==> config.mk <==
export PLATFORM = sky130hd
export DESIGN_NAME = squeeze_top
export DESIGN_NICKNAME = d
export VERILOG_FILES = /design/src/common/squeeze_pkg.sv /design/src/hdl/weight_rom.sv /design/src/squeeze/squeeze_sequencer.sv /design/src/squeeze/squeeze_lane.sv /design/src/squeeze/squeeze_collector.sv /design/src/hdl/squeeze_top.sv
export SDC_FILE = /design/constraint.sdc
export NUM_CORES = 2
export LEC_CHECK = 0
export BUFFER_PORTS_ARGS = -buffer_cell sky130_fd_sc_hd__buf_2
export CORE_MARGIN = 2
export CORE_UTILIZATION = 25
export CTS_BUF_LIST = sky130_fd_sc_hd__clkbuf_8
export DETAILED_ROUTE_END_ITERATION = 16
export PLACE_DENSITY = 0.35
export SLEW_MARGIN = 20
export SYNTH_ARGS = -nofsm -noshare
export SYNTH_HDL_FRONTEND = slang
export SYNTH_HIERARCHICAL = 1
export SYNTH_SLANG_ARGS = --single-unit
==> constraint.sdc <==
create_clock -name clk -period 13.4 [get_ports clk]
set_input_delay 0.67 -clock clk [delete_from_list [all_inputs] [get_ports clk]]
set_output_delay 0.67 -clock clk [all_outputs]
set_load 0.01 [all_outputs]
==> src/common/squeeze_pkg.sv <==
package squeeze_pkg;

	localparam int DATA_W    = 16;	// feature values, signed
	localparam int WGT_W     = 8;	// weights, signed
	localparam int ACC_W     = 40;
	localparam int OUT_SHIFT = 4;	// accumulator scaling before clip
	localparam int ADR_W     = 8;	// wishbone word address

	localparam logic [ADR_W-1:0] ADR_IFM      = 8'h00;
	localparam logic [ADR_W-1:0] ADR_STATUS   = 8'h01;
	localparam logic [ADR_W-1:0] ADR_OFM_BASE = 8'h80;	// lane i at base + i

	typedef struct packed {
		logic                     valid;
		logic                     first;	// channel 0 of a frame
		logic                     last;		// channel CHIN-1 of a frame
		logic signed [DATA_W-1:0] ifm;
	} squeeze_beat_t;

	typedef struct packed {
		logic             cyc;
		logic             stb;
		logic             we;
		logic [ADR_W-1:0] adr;
		logic [31:0]      dat;
		logic [3:0]       sel;
	} wb_req_t;

	typedef struct packed {
		logic        ack;
		logic [31:0] dat;
	} wb_rsp_t;

	// fixed weight pattern, range -15..15
	function automatic logic signed [WGT_W-1:0] weight_of(input int channel, input int lane);
		int v;
		v = (channel * 7 + lane * 13 + 3) % 31 - 15;
		return v[WGT_W-1:0];
	endfunction

endpackage

==> src/hdl/weight_rom.sv <==
`timescale 1ns/100ps

module weight_rom #(
	parameter int N_LANES = 8,
	parameter int CHIN    = 16
) (
	input  logic                                       clk,
	input  logic [$clog2(CHIN)-1:0]                    rom_adr,
	output logic [N_LANES-1:0][squeeze_pkg::WGT_W-1:0] row
);
	import squeeze_pkg::*;

	// one row of N_LANES weights per input channel
	logic [N_LANES-1:0][WGT_W-1:0] table_q [CHIN];

	for (genvar c = 0; c < CHIN; c++) begin : g_ch
		for (genvar l = 0; l < N_LANES; l++) begin : g_lane
			assign table_q[c][l] = weight_of(c, l);	// constant at elaboration
		end
	end

	// registered read, row valid the cycle after rom_adr
	always_ff @(posedge clk) begin
		row <= table_q[rom_adr];
	end

endmodule

==> src/squeeze/squeeze_sequencer.sv <==
`timescale 1ns/100ps

module squeeze_sequencer #(
	parameter int N_LANES = 8,
	parameter int CHIN    = 16
) (
	input  logic                          clk,
	input  logic                          rst,
	input  squeeze_pkg::wb_req_t          wb_req,
	output squeeze_pkg::wb_rsp_t          wb_rsp,
	output logic [squeeze_pkg::ADR_W-1:0] rd_adr,
	input  logic [31:0]                   rd_dat,
	output logic [$clog2(CHIN)-1:0]       rom_adr,
	output squeeze_pkg::squeeze_beat_t    beat
);
	import squeeze_pkg::*;

	localparam int CNT_W = $clog2(CHIN);
	localparam logic [CNT_W-1:0] LAST_CH = CNT_W'(CHIN - 1);

	logic             ack_q;
	logic [31:0]      dat_q;
	logic [CNT_W-1:0] ch_cnt;
	logic [CNT_W-1:0] rom_adr_q;
	squeeze_beat_t    beat_q;
	squeeze_beat_t    beat_d;
	logic             req_new;
	logic             wr_ifm;

	// a request is taken once, ack is never stretched
	assign req_new = wb_req.cyc && wb_req.stb && !ack_q;
	assign wr_ifm  = req_new && wb_req.we && (wb_req.adr == ADR_IFM);

	always_ff @(posedge clk) begin
		if (rst) begin
			ack_q <= 1'b0;
			dat_q <= '0;
		end else begin
			ack_q <= req_new;
			if (req_new && !wb_req.we)
				dat_q <= rd_dat;	// lands in the ack cycle
		end
	end

	// channel position, wraps after the last channel of a frame
	always_ff @(posedge clk) begin
		if (rst)
			ch_cnt <= '0;
		else if (wr_ifm)
			ch_cnt <= (ch_cnt == LAST_CH) ? '0 : ch_cnt + 1'b1;
	end

	always_ff @(posedge clk) begin
		if (wr_ifm)
			rom_adr_q <= ch_cnt;
	end

	always_ff @(posedge clk) begin
		if (rst) begin
			beat_q <= '0;
			beat_d <= '0;
		end else begin
			beat_q.valid <= wr_ifm;
			beat_q.first <= (ch_cnt == '0);
			beat_q.last  <= (ch_cnt == LAST_CH);
			beat_q.ifm   <= wb_req.dat[DATA_W-1:0];
			beat_d       <= beat_q;	// one stage to meet the rom row
		end
	end

	assign wb_rsp.ack = ack_q;
	assign wb_rsp.dat = dat_q;
	assign rd_adr     = wb_req.adr;
	assign rom_adr    = rom_adr_q;
	assign beat       = beat_d;

endmodule

==> src/squeeze/squeeze_lane.sv <==
`timescale 1ns/100ps

module squeeze_lane #(
	parameter int LANE = 0
) (
	input  logic                                clk,
	input  logic                                rst,
	input  squeeze_pkg::squeeze_beat_t          beat,
	input  logic signed [squeeze_pkg::WGT_W-1:0] weight,
	output logic signed [squeeze_pkg::ACC_W-1:0] sum,
	output logic                                done
);
	import squeeze_pkg::*;

	logic signed [DATA_W+WGT_W-1:0] prod;
	logic signed [ACC_W-1:0]        prod_ext;

	assign prod     = beat.ifm * weight;
	assign prod_ext = ACC_W'(prod);	// sign extended to accumulator width

	// first channel loads, the rest accumulate
	always_ff @(posedge clk) begin
		if (beat.valid) begin
			if (beat.first)
				sum <= prod_ext;
			else
				sum <= sum + prod_ext;
		end
	end

	always_ff @(posedge clk) begin
		if (rst)
			done <= 1'b0;
		else
			done <= beat.valid && beat.last;	// sum is final in this cycle
	end

endmodule

==> src/squeeze/squeeze_collector.sv <==
`timescale 1ns/100ps

module squeeze_collector #(
	parameter int N_LANES = 8
) (
	input  logic                                       clk,
	input  logic                                       rst,
	input  logic                                       first_seen,
	input  logic [N_LANES-1:0][squeeze_pkg::ACC_W-1:0] sums,
	input  logic                                       done,
	input  logic [squeeze_pkg::ADR_W-1:0]              rd_adr,
	output logic [31:0]                                rd_dat
);
	import squeeze_pkg::*;

	localparam logic signed [ACC_W-1:0] OUT_MAX = ACC_W'((1 << (DATA_W - 1)) - 1);

	logic [N_LANES-1:0][DATA_W-1:0] ofm_q;
	logic [N_LANES-1:0][DATA_W-1:0] ofm_next;
	logic                           done_q;
	logic [7:0]                     frame_cnt;

	// shift, relu, then clip to the positive output range
	function automatic logic [DATA_W-1:0] scale_clip(input logic signed [ACC_W-1:0] acc);
		logic signed [ACC_W-1:0] sh;
		sh = acc >>> OUT_SHIFT;
		if (sh < 0)
			return '0;
		if (sh > OUT_MAX)
			return OUT_MAX[DATA_W-1:0];
		return sh[DATA_W-1:0];
	endfunction

	always_comb begin
		for (int i = 0; i < N_LANES; i++)
			ofm_next[i] = scale_clip(sums[i]);
	end

	always_ff @(posedge clk) begin
		if (rst) begin
			ofm_q     <= '0;
			done_q    <= 1'b0;
			frame_cnt <= '0;
		end else begin
			if (done) begin
				ofm_q     <= ofm_next;
				done_q    <= 1'b1;
				frame_cnt <= frame_cnt + 8'd1;
			end
			// a new frame has begun, even if the old one closes now
			if (first_seen)
				done_q <= 1'b0;
		end
	end

	// read mux, status hides done as soon as a new frame starts
	always_comb begin
		rd_dat = '0;
		if (rd_adr == ADR_STATUS)
			rd_dat = {16'h0, frame_cnt, 7'h0, done_q && !first_seen};
		for (int i = 0; i < N_LANES; i++) begin
			if (rd_adr == ADR_OFM_BASE + ADR_W'(i))
				rd_dat = {{(32 - DATA_W){1'b0}}, ofm_q[i]};	// zero extended
		end
	end

endmodule

==> src/hdl/squeeze_top.sv <==
`timescale 1ns/100ps

module squeeze_top #(
	parameter int N_LANES = 8,
	parameter int CHIN    = 16
) (
	input  logic                 clk,
	input  logic                 rst,
	input  squeeze_pkg::wb_req_t wb_req,
	output squeeze_pkg::wb_rsp_t wb_rsp
);
	import squeeze_pkg::*;

	logic [ADR_W-1:0]               rd_adr;
	logic [31:0]                    rd_dat;
	logic [$clog2(CHIN)-1:0]        rom_adr;
	squeeze_beat_t                  beat;
	logic [N_LANES-1:0][WGT_W-1:0]  row;
	logic [N_LANES-1:0][ACC_W-1:0]  sums;
	logic [N_LANES-1:0]             lane_done;

	squeeze_sequencer #(
		.N_LANES (N_LANES),
		.CHIN    (CHIN)
	) u_seq (
		.clk     (clk),
		.rst     (rst),
		.wb_req  (wb_req),
		.wb_rsp  (wb_rsp),
		.rd_adr  (rd_adr),
		.rd_dat  (rd_dat),
		.rom_adr (rom_adr),
		.beat    (beat)
	);

	weight_rom #(
		.N_LANES (N_LANES),
		.CHIN    (CHIN)
	) u_rom (
		.clk     (clk),
		.rom_adr (rom_adr),
		.row     (row)
	);

	for (genvar i = 0; i < N_LANES; i++) begin : g_lane
		squeeze_lane #(
			.LANE (i)
		) u_lane (
			.clk    (clk),
			.rst    (rst),
			.beat   (beat),
			.weight (row[i]),
			.sum    (sums[i]),
			.done   (lane_done[i])
		);
	end

	// all lanes run in lockstep, lane 0 speaks for them
	squeeze_collector #(
		.N_LANES (N_LANES)
	) u_col (
		.clk        (clk),
		.rst        (rst),
		.first_seen (beat.valid && beat.first),
		.sums       (sums),
		.done       (lane_done[0]),
		.rd_adr     (rd_adr),
		.rd_dat     (rd_dat)
	);

endmodule

==> results.md <==
* Die width at 561 um
* CP Launch Type: flip-flop
* Worst R2R Start: u_seq/beat[5]
* Clock skew at 0.0741 ns
* CP endpoint: g_lane[5].u_lane/sum[35]
* Outcome: complete, no violations
* Via density at 4.65
* # DRC at 0
* Setup_tns at 0 ns
* Power density cells at 137 nW/um^2
* Die Ht at 561 um
* Drt initial violations at 3143
* Core region area at roughly 300000 sq um
* Final Hold Viols at 0
* Reg-to-Reg End: g_lane[5].u_lane/sum[35]
* Rows at 204
* P&R area growth vs syn at 9.46%
* Initial core utilization at between 20% and 30%
* Worst skew pair latency at just under 0.9 ns
* Worst Hold Class: input pin to flip-flop
* Crit-path most repeated cell: fa_1
* Crit path DAT at 9.51 ns
* Area of the multi-input gates at 56800 sq um
* Area of the mapped netlist at 77600 sq um
* Inst Count DP at 12700
* R2r setup slk at 4.43 ns
* Tcrit/Tclk final at 66.9%
* GRT Residual Overflow at 0
* Die area at 315000 sq um
* Critical path depth at 25
* Total iterations of the first detailed-routing run at 5
* Clk pin slew, worst setup/hold paths at 0.06 ns
* RSZ-0062 raised after global routing: false
* Overall Global Routing Usage at 15.3%
* Syn avg cell area at just under 9 sq um
* Final Net Count at 10400
* Worst Path Required at 13.94 ns
* Rel. slew slack at 26.2%
* Cells after Synth at 8796
* GPL Wtd Cong at 0.813
* WP buf/inv at 4
* Worst slew pin tran at 1.10 ns
* CTS Buf Count at 141
* Initial antenna violation count at 25
* CTS tree: yes
* CP max stage delay at 0.87 ns
* Max-cap viol count at 0
* Maximum root-to-sink buffer count at 4
* CP startpoint: u_seq/beat[5]
* Via count at 60500
* Critical path endpoint category: flip-flop
* Post-route ant nets at 0
* Layout fillers at 33400
* Vias in the first global route at 64000
* Final wirelength at 240000 um
* Max-slew violations at 0
* Max Freq at approximately 0.11 GHz
* Post-DR wirelength/cell at 18.4 um
* Sequential Area at ~15000 sq um
* Largest net degree at the start of global routing at 100
* Final setup vio count at 0
* Root Buffer: clkbuf_8
* Tmin final at 8.97 ns
* # IOs at a little over 80
* P_leak at ~38 nW
* Port bufs at 61
* First-pass GRT wire length at 380000 um
* Final std cells w/o fill at 13000
* Total power at 0.0116 W
* Layout cells sized above 1 at 6.59%
* Yosys warnings at 6
* Reg2Reg Depth at 25
* Hold path startpoint: wb_req[46]
* Peak VDD IR at between 0.1 and 0.15 mV
* # clock sinks at around 570
* CP Max Fanout at 40
* CTS H-Tree Depth at 4
* DP HPWL at 182000 um
* Delay-heaviest family, CP: compound AO/OA/AOI/OAI gates
* Crit path kind: flip-flop to flip-flop
* Post-CTS setup buffers at 0
* Slowest CP cell: dfxtp_2
## how the worst min path moves through the flow
stage | to | slack (ns) | depth (start not counted)
after floorplan | g_lane[0].u_lane/done | 0.40 | 2
after global placement | g_lane[0].u_lane/done | 0.40 | 2
after CTS | u_seq/ack_q | 0.02 | 3
final | u_seq/ack_q | 0.14 | 3
after detailed placement | g_lane[0].u_lane/done | 0.40 | 2
after global routing | u_seq/ack_q | 0.08 | 3
## sequential cells by signal (all words and copies together), names as in the netlist
name and cells:
u_seq/beat 19, u_seq/ch_cnt 4, u_rom/row 37, u_seq/dat_q 32, g_lane.u_lane/sum 320, u_col/frame_cnt 8
u_seq/beat_q 19, u_col/ofm_q 128, u_seq/ack_q 1, u_col/done_q 1, g_lane.u_lane/done 1, u_seq/rom_adr 4
## metal layers
metal / GRT usage, % / vias up / wire (um)
met3: 1.60 / 242 / 7690
met4: 3.15 / 0 / 4680
met5: 0 / - / 0
li1: - / 29400 / -
met1: 20.9 / 30000 / 114000
met2: 25.9 / 787 / 113000
## area by class of cell
cell class	instances	share of cell area, %
diodes	8	0.0236
inverters	1228	5.42
repair buffers	142	1.18
clock inverters	75	0.454
well taps	4120	6.07
clock buffers	164	2.66
multi-input cells	6695	66.8
flip-flops and latches	574	17.4
## per-stage QoR
step | hold WS, ns | setup slack, ns | cell area (sq um) | utilization, %
4_1_cts | 0.0224 | 4.35 | 84900 | 27.5
5_1_grt | 0.0784 | 3.85 | 85000 | 27.5
3_5_place_dp | 0.402 | 4.49 | 82100 | 26.6
3_3_place_gp | 0.396 | 4.40 | 82100 | 26.6
2_1_floorplan | 0.395 | 4.76 | 77700 | -
6_report | 0.144 | 4.43 | 85000 | 27.5
## cells in the final DEF (no fill, tap or decap), drive strengths merged, types with 27 or more instances in the layout
| master | n |
|---|---|
| a211oi | 67 |
| a21o | 251 |
| a21oi | 505 |
| a31oi | 47 |
| and2 | 751 |
| and3 | 47 |
| buf | 126 |
| clkbuf | 164 |
| clkinv | 29 |
| dfxtp | 250 |
| edfxtp | 324 |
| fa | 832 |
| ha | 709 |
| inv | 1270 |
| mux2 | 50 |
| mux2i | 37 |
| nand2 | 755 |
| nand2b | 62 |
| nand3 | 123 |
| nand4 | 60 |
| nor2 | 506 |
| nor2b | 87 |
| nor3 | 101 |
| nor4 | 57 |
| o211ai | 61 |
| o21a | 48 |
| o21ai | 595 |
| o21bai | 51 |
| o31ai | 41 |
| or3 | 27 |
| xnor2 | 285 |
| xor2 | 174 |
## worst min-delay path, stage by stage
cell,delay [ns]
buf_2,0.10
nand3b_2,0.14
nor2_1,0.05
## power breakdown
group          switching, W  total (W)  leakage (nW)  internal (W)
Clock              0.000979    0.00212          1.52       0.00115
Combinational       0.00434    0.00737          31.6       0.00303
Sequential        0.0000230    0.00214          4.95       0.00212
Total               0.00534     0.0116          38.1       0.00630
## timing repair
item	in CTS	in global routing
gates resized for setup	0	0
hold buffers	16	0
endpoints found under the hold margin	16	0
(Power assumes the default switching activity.)
